<file path="src/hdl/bus_pkg.sv">
// AXI-lite bus types, response codes and the system address map
package bus_pkg;
	typedef logic [31:0] addr_t;	// Byte address
	typedef logic [31:0] data_t;
	typedef logic [3:0] strb_t;
	typedef logic [1:0] resp_t;

	localparam resp_t RESP_OKAY = 2'd0;
	localparam resp_t RESP_DECERR = 2'd3;

	localparam addr_t MEM_BASE = 32'h0000_0000;
	localparam int MEM_ADDR_BITS = 12;
	localparam int MEM_WORDS = 1 << (MEM_ADDR_BITS - 2);	// 1024 words
	localparam addr_t GFX_BASE = 32'h0200_0000;
	localparam int GFX_ADDR_BITS = 8;

	// Replace the byte lanes of old selected by strb
	function automatic data_t strb_merge(data_t old, data_t data, strb_t strb);
		data_t res;
		res = old;
		for (int i = 0; i < 4; i++) begin
			if (strb[i])
				res[8*i +: 8] = data[8*i +: 8];
		end
		return res;
	endfunction
endpackage

</file>
<file path="src/hdl/gfx_pkg.sv">
// Graphics register offsets and pixel path types
package gfx_pkg;
	typedef logic [31:0] pixel_t;
	typedef logic [15:0] count_t;	// Completed frames, wraps

	localparam logic [7:0] REG_CTRL = 8'h00;	// Bit 0 enable
	localparam logic [7:0] REG_FB_BASE = 8'h04;
	localparam logic [7:0] REG_LINE_WORDS = 8'h08;
	localparam logic [7:0] REG_STATUS = 8'h0C;	// Bit 16 busy over frame count
endpackage

</file>
<file path="src/hdl/gfx_regs.sv">
// Graphics control and status registers on an AXI-lite slave port
module gfx_regs import bus_pkg::*, gfx_pkg::*; (
	input logic hdmi_pixClk,
	input logic rst,
	input logic aw_valid,
	output logic aw_ready,
	input addr_t aw_addr,
	input logic w_valid,
	output logic w_ready,
	input data_t w_data,
	input strb_t w_strb,
	output logic b_valid,
	input logic b_ready,
	output resp_t b_resp,
	input logic ar_valid,
	output logic ar_ready,
	input addr_t ar_addr,
	output logic r_valid,
	input logic r_ready,
	output data_t r_data,
	output resp_t r_resp,
	output logic enable,
	output addr_t fb_base,
	output data_t line_words,
	input logic frame_done,
	input logic busy
);
	count_t frame_count;
	logic idle, wr_fire, rd_fire;
	data_t wr_ctrl, wr_fb, wr_lines;

	assign idle = !aw_ready && !ar_ready && !b_valid && !r_valid;
	assign wr_fire = aw_valid && aw_ready && w_valid && w_ready;
	assign rd_fire = ar_valid && ar_ready;
	assign w_ready = aw_ready;
	assign b_resp = RESP_OKAY;	// Unknown offsets too
	assign r_resp = RESP_OKAY;

	assign wr_ctrl = strb_merge({31'b0, enable}, w_data, w_strb);
	assign wr_fb = strb_merge(fb_base, w_data, w_strb);
	assign wr_lines = strb_merge(line_words, w_data, w_strb);

	always_ff @(posedge hdmi_pixClk) begin
		if (rst) begin
			aw_ready <= 1'b0;
			ar_ready <= 1'b0;
			b_valid <= 1'b0;
			r_valid <= 1'b0;
			enable <= 1'b0;
			fb_base <= '0;
			line_words <= '0;
			frame_count <= '0;
		end else begin
			aw_ready <= 1'b0;
			ar_ready <= 1'b0;
			if (idle && ar_valid)
				ar_ready <= 1'b1;
			else if (idle && aw_valid && w_valid)
				aw_ready <= 1'b1;
			if (wr_fire)
				b_valid <= 1'b1;
			else if (b_ready)
				b_valid <= 1'b0;
			if (rd_fire)
				r_valid <= 1'b1;
			else if (r_ready)
				r_valid <= 1'b0;

			if (wr_fire) begin
				case (aw_addr[GFX_ADDR_BITS-1:0])
					REG_CTRL: enable <= wr_ctrl[0];
					REG_FB_BASE: fb_base <= wr_fb;
					REG_LINE_WORDS: line_words <= wr_lines;
					default: ;	// STATUS is read only
				endcase
			end
			if (frame_done)
				frame_count <= frame_count + 1'b1;
		end
	end

	always_ff @(posedge hdmi_pixClk) begin
		if (rd_fire) begin
			case (ar_addr[GFX_ADDR_BITS-1:0])
				REG_CTRL: r_data <= {31'b0, enable};
				REG_FB_BASE: r_data <= fb_base;
				REG_LINE_WORDS: r_data <= line_words;
				REG_STATUS: r_data <= {15'b0, busy, frame_count};
				default: r_data <= '0;
			endcase
		end
	end
endmodule

</file>
<file path="config.mk">
export PLATFORM = sky130hd
export DESIGN_NAME = gfx_regs
export DESIGN_NICKNAME = d
export VERILOG_FILES = /design/src/hdl/bus_pkg.sv /design/src/hdl/gfx_pkg.sv /design/src/hdl/gfx_regs.sv
export SDC_FILE = /design/constraint.sdc
export NUM_CORES = 1
export LEC_CHECK = 0
export ABC_AREA = 0
export BUFFER_PORTS_ARGS = -buffer_cell sky130_fd_sc_hd__buf_2
export CAP_MARGIN = 30
export CORE_UTILIZATION = 47
export CTS_BUF_LIST = sky130_fd_sc_hd__clkbuf_4 sky130_fd_sc_hd__clkbuf_8 sky130_fd_sc_hd__clkbuf_16
export CTS_CLUSTER_DIAMETER = 40
export DETAILED_ROUTE_END_ITERATION = 8
export GPL_TIMING_DRIVEN = 0
export PLACE_DENSITY = 0.79
export SYNTH_ARGS = -nofsm -noshare
export SYNTH_HDL_FRONTEND = slang
export SYNTH_SLANG_ARGS = --single-unit
</file>
<file path="constraint.sdc">
create_clock -name hdmi_pixClk -period 2.4 [get_ports hdmi_pixClk]
set_clock_uncertainty 0.05 [all_clocks]
set_input_delay 0.48 -clock hdmi_pixClk [delete_from_list [all_inputs] [get_ports hdmi_pixClk]]
set_output_delay 0.48 -clock hdmi_pixClk [all_outputs]
set_load 0.02 [all_outputs]
</file>
# Word-level counts from Yosys, hierarchy flattened
# Cells that the tools add are included.
# word_totals
ff_bits,117
input_bits,109
output_inout_bits,106
word_cells,56
# classes
add_sub_neg,1
n_eq_ne,5
mux,7
n_reduce_logical,28
# ops
cell,n
$pmux 32 s4,1
$reduce_and 3->1,9
$eq 8x4->1 const B,3
$add 16x1->16 const B,1
$eq 8x3->1 const B,2
$logic_not 8->1,2
$logic_and 1x1->1,10
$mux 1,6
$logic_not 1->1,4
$reduce_bool 2->1,2
$reduce_or 2->1,1

# Logic depth before layout (Yosys ltp)
# depth
depth_word,7
mapped_depth,5
mapped_depth_nobuf,5

# Worst setup path after synthesis
# OpenSTA, ideal clock, no wires.
# synth_path
path_type,input to register
startpoint,input ar_addr[3]
endpoint,register r_data[16] (data pin)
setup_time_ps,266
arrival_time_ps,1548
required_ps,2084
setup_slack_ps,536
path_stages,5
n_path_buf,2
path_cell_list,buf_2 buf_1 mux2_2 a22oi_1 nor2_1
# synth_via
elab_chain_cells,2
word_cells_on_any_way,5
classes_between,eq/ne: 3; mux: 1; reduce/logical: 1
# synth_rtl
element,line_no,source
start: declaration,gfx_regs.sv:17,"input addr_t ar_addr,"
"$eq 8x4->1, or another cell as far along",gfx_regs.sv:84,case (ar_addr[GFX_ADDR_BITS-1:0])
$pmux 32 s4 (*),gfx_regs.sv:84,
end signal: assignment,gfx_regs.sv:85,"REG_CTRL: r_data <= {31'b0, enable};"
end signal: assignment,gfx_regs.sv:86,REG_FB_BASE: r_data <= fb_base;
end signal: assignment,gfx_regs.sv:87,REG_LINE_WORDS: r_data <= line_words;
end: declaration,gfx_regs.sv:20,"output data_t r_data,"
# Every way passes the cells marked *; elsewhere a longest branch is shown, timed or not.
# A chain may end at the register's enable or synchronous reset.

# Worst setup path after layout
# layout_path
startpoint,register aw_ready
endpoint,register line_words[28]
# layout_via
elab_chain_cells,4
# layout_rtl
element,line_no,source
start: declaration,gfx_regs.sv:6,"output logic aw_ready,"
start signal: assignment,gfx_regs.sv:45,aw_ready <= 1'b0;
start signal: assignment,gfx_regs.sv:54,aw_ready <= 1'b0;
start signal: assignment,gfx_regs.sv:59,aw_ready <= 1'b1;
$logic_and 1x1->1 (2 in a row),gfx_regs.sv:33,assign wr_fire = aw_valid && aw_ready && w_valid && w_ready;
$logic_and 1x1->1 (*),gfx_regs.sv:33,
$reduce_and 3->1 (no source line) (*),--,
end signal: assignment,gfx_regs.sv:73,REG_LINE_WORDS: line_words <= wr_lines;
end: declaration,gfx_regs.sv:24,"output data_t line_words,"
# Marked as above.

==> results.json <==
{
  "cpLargestDelayFamily": "simple AND/OR/NAND/NOR gates",
  "first_pass_iters": 6,
  "async_flop_share": 0,
  "clk_pin_slew_worst_paths_ps": 60,
  "first_global_vias": 4162,
  "synth_compound_area_frac": 0.0559,
  "tns_ps": 0,
  "cp.required_ps": 2720,
  "antenna_found_initial": 0,
  "path_buf_inv": 1,
  "clk_latency_ps": 520,
  "multiInputGateArea_um2": 2120,
  "postCtsSetupBuffers": 0,
  "cts_root_buf": "clkbuf_8",
  "hold_depth": 2,
  "cts.hold.buffers_added": 0,
  "grt_use_total": 0.263,
  "crit_path_top_delay_cell": "nand4_2",
  "crit_cells": 5,
  "synth_edf_count": 32,
  "synth_xor_area_frac": 0.0214,
  "rr_worst_depth": 5,
  "hold_path_class": "in2reg",
  "regToRegStartpoint": "aw_ready",
  "cts_resized": 0,
  "start_util": 0.494,
  "p_total_mw": 4.78,
  "place_inst": 748,
  "fmax_mhz": 547,
  "period_needed_ps": 1830,
  "row_count": 36,
  "worst_pin_slew_ps": 899,
  "outcome": "finished, final reports clean",
  "ff2ff_setup_slack_ps": 570,
  "crit_path_cell_trace": "and3_1 -> buf_2 -> nand4_2 -> mux2i_1 -> nor2_1",
  "routedWlPerCell_um": 18.2,
  "power_density_nw_per_um2": 736,
  "peakVddDrop_mv": 0.488,
  "antenna_cells": 0,
  "finalHoldViolCount": 0,
  "timing.final.crit_share": 0.761,
  "synth_cells": 452,
  "gr-total-overflow": 0,
  "synthSimpleGateAreaFrac": 0.173,
  "cts.path.max_buffers": 2,
  "slew_headroom": 0.401,
  "drv_slew": 0,
  "layout-drive-gt1-share": 0.355,
  "critical_path_arrival_ps": 2150,
  "yosysUniqueCellTypes": 37,
  "crit_path_start": "aw_ready",
  "drc_errors": 0,
  "syn_to_final_growth_pct": 31.9,
  "fp.dieArea_um2": 10900,
  "cpPeakStageDelay_ps": 430,
  "synth-adder-area-share": 0.00254,
  "grt_max_degree": 34,
  "holdWs_ps": 97.7,
  "cts_sinks": 117,
  "num_io_pins": 215,
  "cts_made_buffers": 17,
  "dp_hpwl_um": 9610,
  "worstSetupPathType": "reg2reg",
  "cts_tree": "done",
  "die_x_um": 104,
  "drv_cap": 0,
  "seqCellArea_um2": 2660,
  "place.gp.congestion": 0.830,
  "drtIter0Drc": 280,
  "syn_area_per_cell_um2": 10.9,
  "grt_pass1_wl_um": 21900,
  "crit_path_end_kind": "flop",
  "finalSetupViolCount": 0,
  "ant_nets": 0,
  "grt_setup_unrepaired": "false",
  "layout_common_cells": "buf_2 (164), nor2_1 (112), dfxtp_1 (85), mux2i_1 (66), edfxtp_1 (32)",
  "synth_seq_cells": 117,
  "yosysWarnings": 0,
  "fill_cells": 823,
  "synth.yosys.seq_area_share": 0.541,
  "cp-start-kind": "flop",
  "min_from": "ar_valid",
  "core_area_um2": 9950,
  "vias_per_cell": 5.48,
  "io_buffers": 160,
  "finalNonFillerCells": 780,
  "num_vias": 4273,
  "syn_area_um2": 4920,
  "cp_max_fo": 10,
  "synth_ff_type": "dfxtp_1",
  "synthMuxAreaShare": 0.175,
  "h-tree-depth": 4,
  "synth_top_family_by_area": "multiplexers",
  "mostFrequentLayoutCell": "buf_2",
  "die_h_um": 104,
  "leakagePower_nw": 3.36,
  "routed_wl_um": 14200,
  "nets": 744
}
-- kinds of logic after synthesis --
family	after synthesis
fa+ha+maj	1
buf+inv	30
mux	83
compound gates	39
simple gates	169
flops	117
xor+xnor	12
other cells	1
-- Yosys cell counts (3+ instances only) --
cell	count	area share
and3_1	4	0.0051
buf_2	4	0.0041
nand3_1	3	0.0030
dfxtp_1	85	0.35
buf_4	6	0.0092
xnor2_1	4	0.0071
nand4_2	9	0.023
a21oi_1	5	0.0051
mux2_2	16	0.037
nor2_1	112	0.085
and3b_1	8	0.014
xor2_1	8	0.014
mux2i_1	66	0.13
edfxtp_1	32	0.20
a22oi_1	31	0.047
nand2_1	8	0.0061
nor4_1	4	0.0051
nand4_1	6	0.0076
clkbuf_1	16	0.012
-- area by class of cell --
| class | instances | area share |
|---|---|---|
| clock buffer | 21 | 0.0704 |
| buffer | 28 | 0.0216 |
| clock inverter | 11 | 0.0204 |
| tap | 133 | 0.0256 |
| timing repair buffer | 160 | 0.123 |
| inverter | 2 | 0.00116 |
| sequential | 117 | 0.410 |
| multi-input combinational | 308 | 0.327 |
-- final timing paths --
check              endpoint
max          line_words[28]
min                aw_ready
max reg2reg  line_words[28]
min reg2reg        aw_ready
-- worst reg2reg max path, cell delays in order, from the launching register on --
cell and delay (ps):
dfxtp_1 360, and3_1 160, buf_2 260, nand4_2 430, mux2i_1 340, nor2_1 90
-- sequential cells by signal, summed over array words and instances (netlist names) --
| signal | count |
|---|---|
| ar_ready | 1 |
| aw_ready | 1 |
| b_valid | 1 |
| enable | 1 |
| fb_base | 32 |
| frame_count | 16 |
| line_words | 32 |
| r_data | 32 |
| r_valid | 1 |
-- routing by layer --
metal | GRT usage | wire length (µm) | vias to the layer above
li1 | - | - | 1971
met1 | 0.328 | 5870 | 2065
met2 | 0.427 | 6830 | 213
met3 | 0.0708 | 1190 | 24
met4 | 0.117 | 305 | 0
met5 | 0 | 0 | -
-- power by group --
group	internal, mW	total (mW)	leakage (nW)	switching (mW)
logic	0.0765	0.217	2.05	0.141
registers	2.04	2.05	1.02	0.00922
clock network	1.64	2.52	0.289	0.875
total	3.76	4.78	3.36	1.03
-- through the flow --
step	util	setup slack (ps)	cell area (µm²)
floorplan	-	536	4930
CTS	0.652	583	6490
global route	0.652	413	6490
global placement	0.593	72.0	5900
detailed placement	0.593	86.9	5900
finish	0.652	573	6490
No activity file was read; power rests on OpenSTA's default activity.
