--- src/hdl/bus_pkg.sv ---
// AXI-lite bus types, response codes and the system address map
package bus_pkg;
	typedef logic [31:0] addr_t;	// Byte address
	typedef logic [31:0] data_t;
	typedef logic [3:0] strb_t;
	typedef logic [1:0] resp_t;

	localparam resp_t RESP_OKAY = 2'd0;
	localparam resp_t RESP_DECERR = 2'd3;

	localparam addr_t MEM_BASE = 32'h0000_0000;
	localparam int MEM_ADDR_BITS = 12;
	localparam int MEM_WORDS = 1 << (MEM_ADDR_BITS - 2);	// 1024 words
	localparam addr_t GFX_BASE = 32'h0200_0000;
	localparam int GFX_ADDR_BITS = 8;

	// Replace the byte lanes of old selected by strb
	function automatic data_t strb_merge(data_t old, data_t data, strb_t strb);
		data_t res;
		res = old;
		for (int i = 0; i < 4; i++) begin
			if (strb[i])
				res[8*i +: 8] = data[8*i +: 8];
		end
		return res;
	endfunction
endpackage

--- src/hdl/axil_interconnect.sv ---
// AXI-lite interconnect, two masters arbitrated round-robin onto two decoded slaves
module axil_interconnect import bus_pkg::*; (
	input logic hdmi_pixClk,
	input logic rst,
	input logic m0_aw_valid, output logic m0_aw_ready, input addr_t m0_aw_addr,
	input logic m0_w_valid, output logic m0_w_ready,
	input data_t m0_w_data, input strb_t m0_w_strb,
	output logic m0_b_valid, input logic m0_b_ready, output resp_t m0_b_resp,
	input logic m0_ar_valid, output logic m0_ar_ready, input addr_t m0_ar_addr,
	output logic m0_r_valid, input logic m0_r_ready,
	output data_t m0_r_data, output resp_t m0_r_resp,
	input logic m1_aw_valid, output logic m1_aw_ready, input addr_t m1_aw_addr,
	input logic m1_w_valid, output logic m1_w_ready,
	input data_t m1_w_data, input strb_t m1_w_strb,
	output logic m1_b_valid, input logic m1_b_ready, output resp_t m1_b_resp,
	input logic m1_ar_valid, output logic m1_ar_ready, input addr_t m1_ar_addr,
	output logic m1_r_valid, input logic m1_r_ready,
	output data_t m1_r_data, output resp_t m1_r_resp,
	output logic s0_aw_valid, input logic s0_aw_ready, output addr_t s0_aw_addr,
	output logic s0_w_valid, input logic s0_w_ready,
	output data_t s0_w_data, output strb_t s0_w_strb,
	input logic s0_b_valid, output logic s0_b_ready, input resp_t s0_b_resp,
	output logic s0_ar_valid, input logic s0_ar_ready, output addr_t s0_ar_addr,
	input logic s0_r_valid, output logic s0_r_ready,
	input data_t s0_r_data, input resp_t s0_r_resp,
	output logic s1_aw_valid, input logic s1_aw_ready, output addr_t s1_aw_addr,
	output logic s1_w_valid, input logic s1_w_ready,
	output data_t s1_w_data, output strb_t s1_w_strb,
	input logic s1_b_valid, output logic s1_b_ready, input resp_t s1_b_resp,
	output logic s1_ar_valid, input logic s1_ar_ready, output addr_t s1_ar_addr,
	input logic s1_r_valid, output logic s1_r_ready,
	input data_t s1_r_data, input resp_t s1_r_resp
);
	typedef enum logic [1:0] {IDLE, FWD, RESP, ERR} state_t;

	state_t state;
	logic last_grant;
	logic sel;	// Granted master
	logic rd;
	logic ack;
	addr_t addr_q;
	data_t data_q;
	strb_t strb_q;
	logic req0, req1, gnt, g_rd;
	addr_t g_addr;
	data_t g_data;
	strb_t g_strb;
	logic hit0, hit1, tgt, fwd;
	logic s_ar_ready, s_aw_ready, s_b_valid, s_r_valid;
	logic fwd_done, resp_valid, resp_done, g_b_ready, g_r_ready;
	resp_t resp_b, resp_r;
	data_t resp_data;

	function automatic logic in_window(addr_t a, addr_t base, int bits);
		return (a >> bits) == (base >> bits);
	endfunction

	// Arbitration, the master not granted last wins a tie
	assign req0 = m0_ar_valid || (m0_aw_valid && m0_w_valid);
	assign req1 = m1_ar_valid || (m1_aw_valid && m1_w_valid);
	assign gnt = (req0 && req1) ? !last_grant : req1;
	assign g_rd = gnt ? m1_ar_valid : m0_ar_valid;
	assign g_addr = g_rd ? (gnt ? m1_ar_addr : m0_ar_addr) : (gnt ? m1_aw_addr : m0_aw_addr);
	assign g_data = gnt ? m1_w_data : m0_w_data;
	assign g_strb = gnt ? m1_w_strb : m0_w_strb;

	assign hit0 = in_window(addr_q, MEM_BASE, MEM_ADDR_BITS);
	assign hit1 = in_window(addr_q, GFX_BASE, GFX_ADDR_BITS);
	assign tgt = hit1;
	assign fwd = state == FWD;

	assign s0_ar_valid = fwd && rd && hit0;
	assign s0_aw_valid = fwd && !rd && hit0;
	assign s0_w_valid = s0_aw_valid;
	assign s1_ar_valid = fwd && rd && hit1;
	assign s1_aw_valid = fwd && !rd && hit1;
	assign s1_w_valid = s1_aw_valid;
	assign s0_ar_addr = addr_q;
	assign s0_aw_addr = addr_q;
	assign s0_w_data = data_q;
	assign s0_w_strb = strb_q;
	assign s1_ar_addr = addr_q;
	assign s1_aw_addr = addr_q;
	assign s1_w_data = data_q;
	assign s1_w_strb = strb_q;

	assign s_ar_ready = tgt ? s1_ar_ready : s0_ar_ready;
	assign s_aw_ready = tgt ? (s1_aw_ready && s1_w_ready) : (s0_aw_ready && s0_w_ready);
	assign s_b_valid = tgt ? s1_b_valid : s0_b_valid;
	assign s_r_valid = tgt ? s1_r_valid : s0_r_valid;
	assign fwd_done = rd ? s_ar_ready : s_aw_ready;

	// Response path, DECERR comes from here
	assign g_b_ready = sel ? m1_b_ready : m0_b_ready;
	assign g_r_ready = sel ? m1_r_ready : m0_r_ready;
	assign resp_valid = (state == ERR) || (state == RESP && (rd ? s_r_valid : s_b_valid));
	assign resp_done = resp_valid && (rd ? g_r_ready : g_b_ready);
	assign resp_b = (state == ERR) ? RESP_DECERR : (tgt ? s1_b_resp : s0_b_resp);
	assign resp_r = (state == ERR) ? RESP_DECERR : (tgt ? s1_r_resp : s0_r_resp);
	assign resp_data = (state == ERR) ? '0 : (tgt ? s1_r_data : s0_r_data);
	assign s0_b_ready = state == RESP && !rd && !tgt && g_b_ready;
	assign s0_r_ready = state == RESP && rd && !tgt && g_r_ready;
	assign s1_b_ready = state == RESP && !rd && tgt && g_b_ready;
	assign s1_r_ready = state == RESP && rd && tgt && g_r_ready;

	assign m0_ar_ready = ack && !sel && rd;
	assign m0_aw_ready = ack && !sel && !rd;
	assign m0_w_ready = m0_aw_ready;
	assign m0_b_valid = resp_valid && !sel && !rd;
	assign m0_r_valid = resp_valid && !sel && rd;
	assign m0_b_resp = resp_b;
	assign m0_r_resp = resp_r;
	assign m0_r_data = resp_data;
	assign m1_ar_ready = ack && sel && rd;
	assign m1_aw_ready = ack && sel && !rd;
	assign m1_w_ready = m1_aw_ready;
	assign m1_b_valid = resp_valid && sel && !rd;
	assign m1_r_valid = resp_valid && sel && rd;
	assign m1_b_resp = resp_b;
	assign m1_r_resp = resp_r;
	assign m1_r_data = resp_data;

	always_ff @(posedge hdmi_pixClk) begin
		if (rst) begin
			state <= IDLE;
			last_grant <= 1'b1;	// m0 takes the first tie
			sel <= 1'b0;
			rd <= 1'b0;
			ack <= 1'b0;
		end else begin
			ack <= 1'b0;
			case (state)
				IDLE: if (req0 || req1) begin
					state <= FWD;
					sel <= gnt;
					last_grant <= gnt;
					rd <= g_rd;
					ack <= 1'b1;
				end
				FWD: if (!(hit0 || hit1))
					state <= ERR;
				else if (fwd_done)
					state <= RESP;
				RESP, ERR: if (resp_done)
					state <= IDLE;
				default: state <= IDLE;
			endcase
		end
	end

	// Request payload follows the winner until the grant
	always_ff @(posedge hdmi_pixClk) begin
		if (state == IDLE) begin
			addr_q <= g_addr;
			data_q <= g_data;
			strb_q <= g_strb;
		end
	end

	// Grant is taken a cycle late so the master must still hold its request
	assert property (@(posedge hdmi_pixClk) disable iff (rst)
		m0_ar_ready || m0_aw_ready |-> (rd ? m0_ar_valid : m0_aw_valid && m0_w_valid));
	assert property (@(posedge hdmi_pixClk) disable iff (rst)
		m1_ar_ready || m1_aw_ready |-> (rd ? m1_ar_valid : m1_aw_valid && m1_w_valid));
	assert property (@(posedge hdmi_pixClk) disable iff (rst)
		state == IDLE |-> !(s0_ar_valid || s0_aw_valid || s1_ar_valid || s1_aw_valid));
endmodule

--- config.mk ---
export PLATFORM = sky130hd
export DESIGN_NAME = axil_interconnect
export DESIGN_NICKNAME = d
export VERILOG_FILES = /design/src/hdl/bus_pkg.sv /design/src/hdl/axil_interconnect.sv
export SDC_FILE = /design/constraint.sdc
export NUM_CORES = 1
export LEC_CHECK = 0
export ABC_AREA = 1
export BUFFER_PORTS_ARGS = -buffer_cell sky130_fd_sc_hd__buf_2
export CORE_AREA = 3 3 226 228
export CTS_CLUSTER_DIAMETER = 120
export DETAILED_ROUTE_END_ITERATION = 16
export DIE_AREA = 0 0 229 231
export GPL_ROUTABILITY_DRIVEN = 1
export GPL_TIMING_DRIVEN = 0
export SYNTH_ARGS = -nofsm -noshare
export SYNTH_HDL_FRONTEND = slang
export SYNTH_SLANG_ARGS = --single-unit
--- constraint.sdc ---
create_clock -name hdmi_pixClk -period 5 [get_ports hdmi_pixClk]
set_input_delay 1 -clock hdmi_pixClk [delete_from_list [all_inputs] [get_ports hdmi_pixClk]]
set_output_delay 1 -clock hdmi_pixClk [all_outputs]
set_load 0.1 [all_outputs]
# Word level (Yosys, flattened, before mapping)
# Cells that the tools add are included.
# totals
ff_bits	74
in_bits	294
output_inout_bits	292
# op_classes
n_eq_ne	7
n_mux	28
bitwise_logic	1
n_reduce_logical	50
# op_table
operator	n
$mux W32	6
$logic_and A1 B1 Y1	35
$logic_not A32 Y1	1
$eq A24 B18 Y1 const B	1
$mux W2	8
$mux W1	12
$pmux W2 S3	1
$logic_or A1 B1 Y1	5
$eq A2 B2 Y1 const B	2
$logic_not A1 Y1	4
$mux W4	1
$ne A2 B2 Y1 const B	2
$reduce_or A2 Y1	2
$ne A3 B3 Y1 const B	1
$reduce_and A3 Y1	1
$eq A2 B1 Y1 const B	1
$logic_not A2 Y1	1
$reduce_and A2 Y1	1
$not A1 Y1	1

# Logic depth before layout (Yosys ltp)
# logic_depth
word_depth	8
ltp_mapped	13
mapped_depth_nobuf	13

# Least setup slack after synthesis
# Ideal clock, no wire load.
# synth_timing
path_type	flip-flop to output port
start	register addr_q[25], in the netlist s0_ar_addr[25]
end	output s1_b_ready
arrival_time_ps	3887
required_ps	4000
setup_slack_ps	113
path_stages_with_launch	9
path_buffers	2
cell_sequence	edfxtp_1 -> inv_1 -> nor2_1 -> nand2_1 -> nor2_4 -> nand3_2 -> buf_6 -> clkbuf_1 -> nor3_1
# synth_via
elab_chain_cells	3
# synth_rtl
element	line_no	rtl
start, declared	axil_interconnect.sv:41	addr_t addr_q;
start signal, assigned	axil_interconnect.sv:154	addr_q <= g_addr;
$eq A24 B18 Y1	axil_interconnect.sv:55	return (a >> bits) == (base >> bits);
$logic_and A1 B1 Y1 (2 in series)	axil_interconnect.sv:103	assign s1_b_ready = state == RESP && !rd && tgt && g_b_ready;
end, declared	axil_interconnect.sv:29	input logic s1_b_valid, output logic s1_b_ready, input resp_t s1_b_resp,
# Every way passes these cells.

# Worst setup path in the final report
# layout_timing
start	register addr_q[9], in the netlist s0_ar_addr[9]
end	output m1_r_data[30]
# layout_via
elab_chain_cells	3
# layout_rtl
element	line_no	rtl
$eq A24 B18 Y1	axil_interconnect.sv:55	
$mux W32 (2 in series)	axil_interconnect.sv:100	assign resp_data = (state == ERR) ? '0 : (tgt ? s1_r_data : s0_r_data);
end, declared	axil_interconnect.sv:18	output data_t m1_r_data, output resp_t m1_r_resp,
# Every way passes these cells.

==> results.py <==
metrics = {
    "run_status": {
        "status": "finished, final reports clean",
    },
    "timing": {
        "finClkSkew_ps": 4.85,
        "tightestPinTransition_ps": 707,
        "fin_crit_ps": 4100,
        "post-route-period-util": 0.821,
        "hold_viol": 0,
        "max_freq_mhz": 244,
        "slew_viol_final": 0,
        "setup_viol": 0,
        "rsz0062_at_grt": "false",
        "relSlewSlack": 0.529,
    },
    "setup_path": {
        "cp-end-kind": "output pin",
        "start_kind": "register",
        "path_max_fanout": 10,
        "criticalPathCategory": "reg2out",
        "cp_data_required_time_ps": 4000,
        "worstPathArrival_ps": 3100,
    },
    "cts": {
        "clock_latency_ps": 350,
        "cts_resized": 0,
        "cts_setup_buffers": 0,
        "cts_inserted_buffers": 9,
        "path_clk_slew_ps": 60,
        "htree_num_levels": 3,
        "clkSinkCount": 74,
        "ctsHoldBuffers": 0,
        "tritoncts": "yes",
        "max-clock-path-buffers": 2,
        "cts_root_buf": "clkbuf_16",
    },
    "floorplan": {
        "fp.dieArea_um2": 52900,
        "start_util": 0.123,
        "dieHeight_um": 231,
        "fp.coreArea_um2": 49100,
        "fp.dieW_um": 229,
        "std_cell_rows": 81,
        "io_pins": 586,
    },
    "grt": {
        "grt_pass1_wl_mm": 47.9,
        "antenna_found_initial": 21,
        "first_global_vias": 7051,
        "grt_overflow": 0,
        "grt_max_degree": 33,
        "gr-usage-all-layers": 0.126,
    },
    "drt": {
        "dr.pass1.iters": 4,
        "drt_wl_total_mm": 35.4,
        "drc": 0,
        "drt_iter0_drc": 224,
        "wl_per_cell_um": 17.5,
        "ant_nets": 0,
        "vias": 7217,
        "viasPerCell": 3.56,
    },
    "synthesis": {
        "yosys_warnings": 0,
        "ys_seq_elements": 74,
        "syn_nets": 1049,
        "synthesis.area_um2": 6020,
        "yosysTopAreaCell": "edfxtp_1",
        "syn_inst": 755,
        "yosysSeqAreaShare": 0.359,
        "ys_top_cells_by_area": "edfxtp_1 34%, buf_4 22%, nand2_1 8.9%",
        "synth_top_area_share": 0.339,
        "synth_cell_types": 28,
        "synth.avg_cell_area_um2": 7.97,
    },
    "hold_path": {
        "hold_class": "reg2reg",
    },
    "layout": {
        "syn_to_final_growth_pct": 68.3,
        "nFillCells": 5697,
        "fin_nets": 1647,
        "final_area_um2": 10100,
        "final_common_cell": "buf_2",
        "post_route_cells_drive_above_1_share": 0.609,
        "final_util": 0.207,
        "final_cell_mix": "594 x buf_2, 179 x buf_4, 143 x nand2_1",
    },
    "place": {
        "placed_cell_area_um2": 9830,
        "hpwl_mm": 31.2,
        "gp_congestion": 0.899,
        "port_buffers": 585,
    },
    "flow_run": {
        "drv_cap": 0,
    },
}
[area by class of cell]
class	instances	area [um^2]	share of cell area
flip-flops and latches	74	2160	0.213
inverters	25	93.8	0.00926
repair buffers	587	2970	0.293
multi-input cells	447	2270	0.225
plain buffers	209	1500	0.148
diodes	6	15.0	0.00148
clock inverters	3	40.0	0.00395
well taps	664	831	0.0820
clock buffers	13	250	0.0247
[sequential cells by signal (all words and copies together) (netlist names)]
register    flops
s0_w_data      32
s0_ar_addr     32
last_grant      1
ack             1
s0_w_strb       4
state           2
sel             1
rd              1
[per-layer routing]
layer | wire, um | share of wire | GRT usage | up-vias
met5 | 0 | 0 | 0 | -
met4 | 1200 | 0.034 | 0.0463 | 0
met3 | 2320 | 0.065 | 0.0259 | 59
met2 | 18600 | 0.53 | 0.244 | 416
met1 | 13300 | 0.37 | 0.135 | 3224
li1 | - | - | - | 3518
[logic make-up after synthesis]
group | share of synthesized area
flops | 0.359
mux | 0.0549
simple gates | 0.219
buf+inv | 0.264
compound gates | 0.103
[cells in the mapped netlist]
cell type and instances:
buf_4 179, nand2_2 3, o211ai_1 32, o21ai_0 34, nand2_1 143, buf_6 4, a21oi_1 6, edfxtp_1 68
inv_1 23, clkbuf_1 12, nand3_2 3, dfxtp_1 6, nand3_1 9, or2_2 21, o21ai_1 33, or2_0 8
buf_1 5, inv_2 2, mux2i_1 33, nor2_1 101, nor2_4 3, a31oi_1 1, a21oi_2 1, buf_2 9
nand4_1 5, or2_1 3, nor3_1 7, nor2_2 1
[path summary, 6_finish.rpt]
path / slack (ps) / from / to / depth (start not counted)
max: 900 / s0_ar_addr[9] / m1_r_data[30] / 11
min: 490 / last_grant / last_grant / 2
max reg2reg: 2730 / last_grant / s0_ar_addr[26] / 6
min reg2reg: 490 / last_grant / last_grant / 2
[through the flow]
step | hold slack, ps | TNS, ps | worst slack (ps) | instances
final | 486 | 0 | 895 | 2028
after global routing | 547 | 0 | 652 | 2028
after CTS | 489 | 0 | 752 | 2022
after detailed placement | 466 | 0 | 1060 | 2006
after global placement | 466 | -57070 | -1420 | 2004
after floorplan | 429 | 0 | 113 | 755
[worst max-delay path, stage by stage (launching register included)]
cell,delay (ps)
edfxtp_1,510
nor2_1,310
nand2_1,190
nor2_4,180
nand3_2,130
buf_6,180
inv_2,150
buf_4,200
o21ai_0,190
nor2_1,190
buf_4,120
buf_2,410
Power is not shown: default switching activity piles up to over one toggle a cycle in this logic, so the estimate is an artifact.
