--- config.mk ---
export PLATFORM = sky130hd
export DESIGN_NAME = scanout_fetch
export DESIGN_NICKNAME = d
export VERILOG_FILES = /design/src/hdl/bus_pkg.sv /design/src/hdl/gfx_pkg.sv /design/src/hdl/scanout_fetch.sv
export SDC_FILE = /design/constraint.sdc
export NUM_CORES = 1
export LEC_CHECK = 0
export ABC_AREA = 1
export ABC_CLOCK_PERIOD_IN_PS = 4900
export BUFFER_PORTS_ARGS = -buffer_cell sky130_fd_sc_hd__buf_2
export CELL_PAD_IN_SITES_DETAIL_PLACEMENT = 1
export CELL_PAD_IN_SITES_GLOBAL_PLACEMENT = 1
export CORE_MARGIN = 1.5
export CORE_UTILIZATION = 38
export DETAILED_ROUTE_END_ITERATION = 8
export PLACE_DENSITY = 0.83
export SLEW_MARGIN = 20
export SYNTH_ARGS = -nofsm -noshare
export SYNTH_HDL_FRONTEND = slang
export SYNTH_SLANG_ARGS = --single-unit
--- constraint.sdc ---
create_clock -name hdmi_pixClk -period 4.9 [get_ports hdmi_pixClk]
set_input_delay 0.735 -clock hdmi_pixClk [delete_from_list [all_inputs] [get_ports hdmi_pixClk]]
set_output_delay 0.735 -clock hdmi_pixClk [all_outputs]
set_load 0.02 [all_outputs]
--- src/hdl/bus_pkg.sv ---
// AXI-lite bus types, response codes and the system address map
package bus_pkg;
	typedef logic [31:0] addr_t;	// Byte address
	typedef logic [31:0] data_t;
	typedef logic [3:0] strb_t;
	typedef logic [1:0] resp_t;

	localparam resp_t RESP_OKAY = 2'd0;
	localparam resp_t RESP_DECERR = 2'd3;

	localparam addr_t MEM_BASE = 32'h0000_0000;
	localparam int MEM_ADDR_BITS = 12;
	localparam int MEM_WORDS = 1 << (MEM_ADDR_BITS - 2);	// 1024 words
	localparam addr_t GFX_BASE = 32'h0200_0000;
	localparam int GFX_ADDR_BITS = 8;

	// Replace the byte lanes of old selected by strb
	function automatic data_t strb_merge(data_t old, data_t data, strb_t strb);
		data_t res;
		res = old;
		for (int i = 0; i < 4; i++) begin
			if (strb[i])
				res[8*i +: 8] = data[8*i +: 8];
		end
		return res;
	endfunction
endpackage

--- src/hdl/gfx_pkg.sv ---
// Graphics register offsets and pixel path types
package gfx_pkg;
	typedef logic [31:0] pixel_t;
	typedef logic [15:0] count_t;	// Completed frames, wraps

	localparam logic [7:0] REG_CTRL = 8'h00;	// Bit 0 enable
	localparam logic [7:0] REG_FB_BASE = 8'h04;
	localparam logic [7:0] REG_LINE_WORDS = 8'h08;
	localparam logic [7:0] REG_STATUS = 8'h0C;	// Bit 16 busy over frame count
endpackage

--- src/hdl/scanout_fetch.sv ---
// Scanout engine reading frame words over AXI-lite and emitting them as pixels
module scanout_fetch import bus_pkg::*, gfx_pkg::*; (
	input logic hdmi_pixClk,
	input logic rst,
	input logic enable,
	input addr_t fb_base,
	input data_t line_words,
	output logic ar_valid,
	input logic ar_ready,
	output addr_t ar_addr,
	input logic r_valid,
	output logic r_ready,
	input data_t r_data,
	input resp_t r_resp,
	output logic aw_valid,
	output addr_t aw_addr,
	output logic w_valid,
	output data_t w_data,
	output strb_t w_strb,
	output logic b_ready,
	output logic busy,
	output logic pixel_valid,
	output pixel_t pixel_word,
	output logic frame_done
);
	typedef enum logic [1:0] {IDLE, ADDR, DATA} state_t;

	state_t state;
	addr_t addr_q;
	data_t idx;
	data_t last_idx;

	// Read only master
	assign aw_valid = 1'b0;
	assign aw_addr = '0;
	assign w_valid = 1'b0;
	assign w_data = '0;
	assign w_strb = '0;
	assign b_ready = 1'b1;

	assign ar_valid = state == ADDR;
	assign ar_addr = addr_q;
	assign r_ready = state == DATA;	// No pixel back-pressure
	assign busy = state != IDLE;

	always_ff @(posedge hdmi_pixClk) begin
		if (rst) begin
			state <= IDLE;
			pixel_valid <= 1'b0;
			frame_done <= 1'b0;
		end else begin
			pixel_valid <= 1'b0;
			frame_done <= 1'b0;
			case (state)
				IDLE: if (enable && line_words != '0)
					state <= ADDR;
				ADDR: if (ar_ready)
					state <= DATA;
				DATA: if (r_valid) begin
					pixel_valid <= 1'b1;
					frame_done <= idx == last_idx;
					state <= (idx == last_idx) ? IDLE : ADDR;
				end
				default: state <= IDLE;
			endcase
		end
	end

	// Settings snapshot while idle, then walk the frame
	always_ff @(posedge hdmi_pixClk) begin
		if (state == IDLE) begin
			addr_q <= {fb_base[31:2], 2'b00};
			last_idx <= line_words - 1'b1;
			idx <= '0;
		end
		if (state == DATA && r_valid) begin
			pixel_word <= (r_resp == RESP_OKAY) ? r_data : '0;
			addr_q <= addr_q + 32'd4;
			idx <= idx + 1'b1;
		end
	end

	// Read address held until accepted
	assert property (@(posedge hdmi_pixClk) disable iff (rst)
		ar_valid && !ar_ready |=> ar_valid && $stable(ar_addr));
	// Interconnect only returns data for the read in flight
	assert property (@(posedge hdmi_pixClk) disable iff (rst) r_valid |-> state == DATA);
endmodule

======== Word level (Yosys, flattened, before mapping) ========
Index checks and enable logic that the tools add are counted.
Widths: inputs -> output; s select.
word-level totals
  word-level logic and storage cells ...... 38
  input bits .............................. 103
  output and inout port bits .............. 140
  register bits after elaboration ......... 132
operators by class
  equal/unequal tests ..................... 6
  mux-type cells .......................... 10
  reduce and logical (&&, ||, !) cells .... 10
  bitwise operators ....................... 2
  add/sub/neg operators ................... 3
operator list
  cell                   count
  $mux 32                4
  $add 32x1->32 const B  1
  $add 32x3->32 const B  1
  $eq 32x32->1           1
  $reduce_bool 32->1     1
  $sub 32x1->32 const B  1
  $mux 2                 3
  $pmux 2 s3             1
  $logic_not 2->1        2
  $ne 2x2->1 const B     2
  $reduce_bool 2->1      2
  $reduce_and 3->1       1
  $reduce_or 3->1        1
  $eq 2x1->1 const B     1
  $eq 2x2->1 const B     1
  $logic_and 1x1->1      2
  $mux 1                 2
  $ne 2x1->1 const B     1
  $not 1->1              2
  $reduce_or 2->1        1

======== Longest topological paths before layout ========
Gate-level depths: netlist (run 1).
  depth in word-level cells ............... 4
  mapped depth ............................ 12
  mapped depth without buffers ............ 12

======== Worst setup path after synthesis (run 1) ========
No wires, ideal clock.
  path kind ............................... reg2reg
  from .................................... reg state[1]
  to ...................................... reg addr_q[10] (netlist: ar_addr[10]), enable pin
  period minus slack after synthesis ...... 4.100 ns
  required time ........................... 4.479 ns
  stages on the path, launching flop included .. 4
  path slack .............................. 0.800 ns
  data arrival time ....................... 3.678 ns
  buffers on the path ..................... 0
  setup time .............................. 0.421 ns
  path through ............................ dfxtp_1 -> nor2_1 -> inv_1 -> nand2_1
on the way
  word-level cells in the longest chain between the ends .. 3
  elaborated cells between the ends (all ways) .. 4
  those cells by class .................... eq/ne (1); reduce/logical (3)
ends and longest elaborated chain
  item                             line                 source
  start: declaration               scanout_fetch.sv:28  state_t state;
  start signal: assignment         scanout_fetch.sv:62  state <= (idx == last_idx) ? IDLE : ADDR;
  $eq 2x2->1                       scanout_fetch.sv:76  if (state == DATA && r_valid) begin
  $logic_and 1x1->1                scanout_fetch.sv:76
  $reduce_bool 2->1 (no line) (*)  -
  end signal: assignment           scanout_fetch.sv:72  addr_q <= {fb_base[31:2], 2'b00};
  end signal: assignment           scanout_fetch.sv:78  addr_q <= addr_q + 32'd4;
  end: declaration                 scanout_fetch.sv:29  addr_t addr_q;
Mark *: on every way between the ends. The rest lies on a longest branch, timed or not.
A chain may end at the register's enable or synchronous reset.

======== Final worst setup path (run 1) ========
  from .................................... reg state[1]
  to ...................................... reg addr_q[2] (netlist: ar_addr[2]), enable pin
Same word-level chain as after synthesis.

==> impl_metrics.env, run 1 <==
export IMPL_ys_ff_latch=130
export IMPL_ff_latch_area_mm2=0.003864
export IMPL_arrival_ns=2.58
export IMPL_diodes=0
export IMPL_setup_tns_ns=0
export IMPL_final_common_cell="nand2_1"
export IMPL_highest_layer="met4"
export IMPL_tightest_slew_ns=1.012
export IMPL_r2r_slack_ns=2.44
export IMPL_syn_inst=923
export IMPL_yosysTopAreaCell="edfxtp_1"
export IMPL_criticalPathCategory="reg2reg"
export IMPL_path_max_fanout=39
export IMPL_yosysSeqAreaShare_pct=48.08
export IMPL_area_growth_pct=19.29
export IMPL_clock_path_buffers=2
export IMPL_path_cells="nor2_2, buf_4, inv_1, nand2_2, buf_4"
export IMPL_end_kind="flop"
export IMPL_netlist_area_mm2=0.008036
export IMPL_min_period_ns=2.463
export IMPL_final_nets=1200
export IMPL_final_core_util_pct=45.89
export IMPL_cts_setup_buffers=0
export IMPL_min_delay_worst_endpoint="state[0]"
export IMPL_grt_pass1_vias=6635
export IMPL_fillers=2591
export IMPL_clk_latency_ns=0.43
export IMPL_firstDrtPassIters=4
export IMPL_die_area_mm2=0.02203
export IMPL_yosysWarnings=0
export IMPL_core_mm2=0.02089
export IMPL_port_buffers=167
export IMPL_hold_viol=0
export IMPL_die_h_um=148.4
export IMPL_p_leak_nw=4.169
export IMPL_outcome="finished clean"
export IMPL_gp_congestion=0.8308
export IMPL_dp_final_hpwl_um=15260
export IMPL_cp_required_ns=5.02
export IMPL_power_w=0.003396
export IMPL_post_synth_num_cell_types=42
export IMPL_drive_gt1_share_pct=23.04
export IMPL_fin_crit_sh_pct=50.26
export IMPL_cts_max_level=4
export IMPL_cts_tree="done"
export IMPL_grt_pass1_wl_um=32620
export IMPL_reg2reg_to="ar_addr[2]"
export IMPL_worst_slack_ns=2.437
export IMPL_drv_cap=0
export IMPL_reg2reg_depth=5
export IMPL_grt_use_total_pct=18.83
export IMPL_wl_per_cell_um=14.72
export IMPL_cts_resized=0
export IMPL_dr_wl_met3_um=1183
export IMPL_start_util_pct=38.47
export IMPL_drc=0
export IMPL_vias_per_cell=4.729
export IMPL_slowest_stage="nand2_2"
export IMPL_drt_initial_drc_count=306
export IMPL_antenna_left=0
export IMPL_dp_slack_ns=2.260
export IMPL_rows=53
export IMPL_relSlewSlack_pct=32.32
export IMPL_avgSynthCellArea_um2=8.707
export IMPL_hold_start="rst"
export IMPL_crit_path_max_incr_delay_ns=0.76
export IMPL_vias=6535
export IMPL_min_delay_path_class="in2reg"
export IMPL_power_density_mw_per_mm2=354.3
export IMPL_num_io_pins=243
export IMPL_synth_top_area_share_pct=47.08
export IMPL_start_kind="flop"
export IMPL_rsz0062_at_grt="false"
export IMPL_synth_area_top_cells="edfxtp_1 (47%), nand2_1 (9.5%), buf_4 (7.2%)"
export IMPL_multiInputGateArea_mm2=0.003390
export IMPL_crit_top_cell="buf_4"
export IMPL_max_freq_mhz=406.1
export IMPL_wl_met1_um=8310
export IMPL_cts_reportedPaths_clkPinSlew_ns=0.06
export IMPL_finalWirelength_um=20350
export IMPL_final_cell_mix="nand2_1 (202), buf_2 (167), edfxtp_1 (126), nor2_1 (114), inv_1 (109)"
export IMPL_die_w_um=148.4
export IMPL_grt_max_degree=72
export IMPL_antenna_found_initial=0
export IMPL_r2r_start="state[1]"
export IMPL_worst_ir_drop_vdd_v=0.0002166
export IMPL_cts_hold_repair_buffers=0
export IMPL_cts_buffers=17
export IMPL_cts_root_buf="clkbuf_16"
export IMPL_setup_viol=0
export IMPL_skew_ns=0.01170
export IMPL_route_met2_wl_um=10230
export IMPL_cts_sinks=130
export IMPL_grt_overflow=0
export IMPL_min_path_cells=2
export IMPL_slew_violations=0
## metrics by stage
step	instances	hold slack [ns]	area [um^2]
final	1382	0.4992	9587
after global routing	1382	0.5061	9587
after CTS	1382	0.4799	9585
after detailed placement	1350	0.6044	8891
after global placement	1350	0.5776	8891
after floorplan	994	0.5533	8303
## layout make-up
cell class / count / share of cell area (%)
clock buffers: 17 / 4.437
repair buffers: 171 / 9.032
clock inverters: 15 / 2.806
flip-flops and latches: 130 / 40.30
multi-input cells: 660 / 35.36
well taps: 275 / 3.589
inverters: 114 / 4.477
## flip-flops by register name, indices dropped and copies added, names as in the netlist
name,cells
pixel_word,32
idx,32
pixel_valid,1
state,2
frame_done,1
last_idx,32
ar_addr,30
## kinds of logic after synthesis
kind of cell	after synthesis	synth area share [%]
and+or+nand+nor	447	25.70
buffers and inverters	204	13.16
DFF	130	48.08
xor gates and xnor gates	78	8.501
AOI/OAI and AO/OA	59	4.001
adders and majority gates	3	0.4671
other	2	0.09345
## per-layer routing
layer  vias up  GRT usage [%]
li1       3181              -
met1      3087          21.52
met2       229          33.67
met3        38          3.681
met4         0          9.010
met5         -              0
## cell usage after synthesis
library cell / count
buf_4: 77
nor4b_1: 1
xor2_1: 30
or2_0: 1
or2_2: 2
nor3_1: 17
nand3_2: 3
o211a_1: 1
nor3_2: 4
nand2_4: 2
o21a_1: 2
conb_1: 2
nor2_4: 11
buf_2: 2
a211oi_1: 1
a21oi_1: 24
nor2_1: 115
nand4_2: 1
nand3_1: 32
inv_2: 4
and3_1: 1
dfxtp_1: 4
nand4_1: 21
nand2_1: 204
nor3_4: 1
edfxtp_1: 126
o21bai_1: 3
o21ai_1: 3
nor4_2: 1
o21ai_2: 1
inv_1: 110
nand2_2: 9
xnor2_1: 48
nor3b_1: 4
o31ai_1: 1
nor4_1: 6
clkbuf_1: 11
nor2_2: 8
ha_1: 3
o21ai_0: 23
nand3b_2: 1
nand3b_1: 2
## worst max path at each step
stage / end / startpoint
6_report: ar_addr[2] / state[1]
5_1_grt: ar_addr[2] / state[1]
4_1_cts: ar_addr[5] / state[1]
3_5_place_dp: last_idx[28] / line_words[0]
3_3_place_gp: last_idx[28] / line_words[0]
2_1_floorplan: ar_addr[10] / state[1]
## critical path: cells and delay by family, from the launching register on
kind | cells | cell delay, ns
buffers and inverters | 3 | 0.90
flip-flops | 1 | 0.34
AND/OR/NAND/NOR | 2 | 0.87
## power breakdown
part | internal [W] | switching [W] | leakage, nW
logic | 0.000150 | 0.000301 | 2.53
registers | 0.00133 | 0.000104 | 1.30
clock network | 0.000973 | 0.000534 | 0.340
Power figures use the tool's default switching activity.
==> run 2: changes to the inputs <==
--- a/config.mk
+++ b/config.mk
@@ -6,7 +6,7 @@
 export NUM_CORES = 1
 export LEC_CHECK = 0
 export ABC_AREA = 1
-export ABC_CLOCK_PERIOD_IN_PS = 4900
+export ABC_CLOCK_PERIOD_IN_PS = 2500
 export BUFFER_PORTS_ARGS = -buffer_cell sky130_fd_sc_hd__buf_2
 export CELL_PAD_IN_SITES_DETAIL_PLACEMENT = 1
 export CELL_PAD_IN_SITES_GLOBAL_PLACEMENT = 1
==> constraint.sdc (replaced) <==
create_clock -name hdmi_pixClk -period 2.5 [get_ports hdmi_pixClk]
set_input_delay 0.375 -clock hdmi_pixClk [delete_from_list [all_inputs] [get_ports hdmi_pixClk]]
set_output_delay 0.375 -clock hdmi_pixClk [all_outputs]
set_load 0.02 [all_outputs]
==> run 2 against run 1 <==
  * Hold slack worse by 0.35 ns
  * Global-route usage is 0.55 points lower
  * Register-to-register slack worse by 2.0 ns
==> impl_metrics.env, run 2 (synthesis results as in run 1) <==
export IMPL_outcome="finished clean"
export IMPL_num_io_pins=243
export IMPL_cts_resized=0
export IMPL_top_regs="idx x32, last_idx x32, pixel_word x32"
export IMPL_p_clk_share_pct=40.0
export IMPL_ff_latch_area_mm2=0.003864
export IMPL_cts_setup_buffers=0
export IMPL_cts_hold_repair_buffers=0
export IMPL_p_leak_nw=4.139
export IMPL_port_buffers=167
export IMPL_cts_root_buf="clkbuf_16"
export IMPL_fin_cells=1387
export IMPL_start_kind="flop"
export IMPL_fin_crit_sh_pct=82.36
export IMPL_drt_initial_drc_count=297
export IMPL_antenna_found_initial=0
export IMPL_cp_required_ns=2.67
export IMPL_vias_per_cell=4.735
export IMPL_diodes=0
export IMPL_p_int_w=0.004396
export IMPL_drv_cap=0
export IMPL_rows=53
export IMPL_grt_max_degree=35
export IMPL_final_cell_mix="nand2_1 (202), buf_2 (167), edfxtp_1 (126), nor2_1 (114), inv_1 (109)"
export IMPL_grt_pass1_vias=6627
export IMPL_firstDrtPassIters=4
export IMPL_cts_buffers=17
export IMPL_antenna_left=0
export IMPL_combinationalPowerShare_pct=14.5
export IMPL_seqPwrFrac_pct=45.4
export IMPL_final_nets=1205
export IMPL_core_mm2=0.02089
export IMPL_slowest_stage="edfxtp_1"
export IMPL_tightest_slew_ns=0.7500
export IMPL_reg2reg_depth=10
export IMPL_die_h_um=148.4
export IMPL_rsz0062_at_grt="false"
export IMPL_dp_cells=1355
export IMPL_setup_tns_ns=0
export IMPL_drive_gt1_share_pct=23.38
export IMPL_fillers=2564
export IMPL_power_density_mw_per_mm2=647.9
export IMPL_area_growth_pct=18.71
export IMPL_clock_path_buffers=2
export IMPL_hold_start="rst"
export IMPL_die_w_um=148.4
export IMPL_gp_congestion=0.8385
export IMPL_switching_share_pct=28.88
export IMPL_slew_violations=0
export IMPL_path_cells="ha_1, nand2_2, nor3_2, nand2_2, nor2_4, nand2_1, nor2_1, nand3_1, nand3_1, nand2_1"
export IMPL_cts_sinks=130
export IMPL_arrival_ns=2.23
export IMPL_finalWirelength_um=19790
export IMPL_wl_per_cell_um=14.27
export IMPL_r2r_slack_ns=0.44
export IMPL_end_kind="flop"
export IMPL_skew_ns=0.009830
export IMPL_min_delay_worst_endpoint="state[1]"
export IMPL_start_util_pct=38.47
export IMPL_p_switching_w=0.001785
export IMPL_final_common_cell="nand2_1"
export IMPL_clk_latency_ns=0.41
export IMPL_min_period_ns=2.059
export IMPL_grt_overflow=0
export IMPL_worst_ir_drop_vdd_v=0.0003901
export IMPL_r2r_start="ar_addr[2]"
export IMPL_min_path_cells=2
export IMPL_grt_pass1_wl_um=31930
export IMPL_dp_final_hpwl_um=15200
export IMPL_die_area_mm2=0.02203
export IMPL_hold_viol=0
export IMPL_min_delay_path_class="in2reg"
export IMPL_vias=6567
export IMPL_cts_reportedPaths_clkPinSlew_ns=0.06
export IMPL_max_freq_mhz=485.7
export IMPL_drc=0
export IMPL_setup_viol=0
export IMPL_criticalPathCategory="reg2reg"
export IMPL_multiInputGateArea_mm2=0.003395
export IMPL_path_max_fanout=5
export IMPL_crit_path_max_incr_delay_ns=0.43
export IMPL_cts_max_level=4
export IMPL_final_core_util_pct=45.67
export IMPL_grt_use_total_pct=18.28
export IMPL_reg2reg_to="ar_addr[26]"
export IMPL_relSlewSlack_pct=49.30
export IMPL_cts_tree="done"
## run 2: power groups by stage
stage | sequential, W | combinational, W | clock (W)
floorplan | 0.00286 | 0.000628 | 0
global placement | 0.00284 | 0.000862 | 0
detailed placement | 0.00285 | 0.000896 | 0
CTS | 0.00281 | 0.000907 | 0.00252
global route | 0.00284 | 0.000998 | 0.00261
finish | 0.00281 | 0.000898 | 0.00247
## run 2: metrics by stage
step	setup slack [ns]	area (um^2)	total power, W	hold WS, ns
after floorplan	0.01994	8313	0.003490	0.4441
after global placement	0.3183	8959	0.003702	0.5788
after detailed placement	0.2075	8959	0.003747	0.5807
after CTS	0.4241	9540	0.006231	0.1371
after global routing	0.3110	9540	0.006443	0.1384
final	0.4411	9540	0.006181	0.1492
## run 2: worst max path at each step
stage,cells after the start,slack (ns),start,end
after detailed placement,12,0.21,line_words[0],last_idx[28]
after floorplan,5,0.02,state[1],ar_addr[10]
after CTS,10,0.42,ar_addr[2],ar_addr[26]
after global routing,10,0.31,ar_addr[2],ar_addr[26]
final,10,0.44,ar_addr[2],ar_addr[26]
after global placement,12,0.32,line_words[0],last_idx[28]
## run 2: final cells by class
| cell class | count | area share [%] |
|---|---|---|
| sequential | 130 | 40.50 |
| multi-input combinational | 660 | 35.58 |
| timing repair buffer | 176 | 9.731 |
| inverter | 114 | 4.485 |
| clock buffer | 17 | 4.459 |
| tap | 275 | 3.607 |
| clock inverter | 15 | 1.639 |
## run 2: critical path, delay by kind of cell (launching register included)
kind | cells | cell delay (ns)
AND/OR/NAND/NOR | 9 | 1.17
flip-flops | 1 | 0.43
adder cells (fa/ha/maj) | 1 | 0.23
## run 2: routing by layer
metal	vias to the layer above	GRT usage [%]	routed length (um)
li1	3199	-	-
met1	3141	21.76	8403
met2	205	33.58	10100
met3	22	2.914	959
met4	0	5.693	325
met5	-	0	0
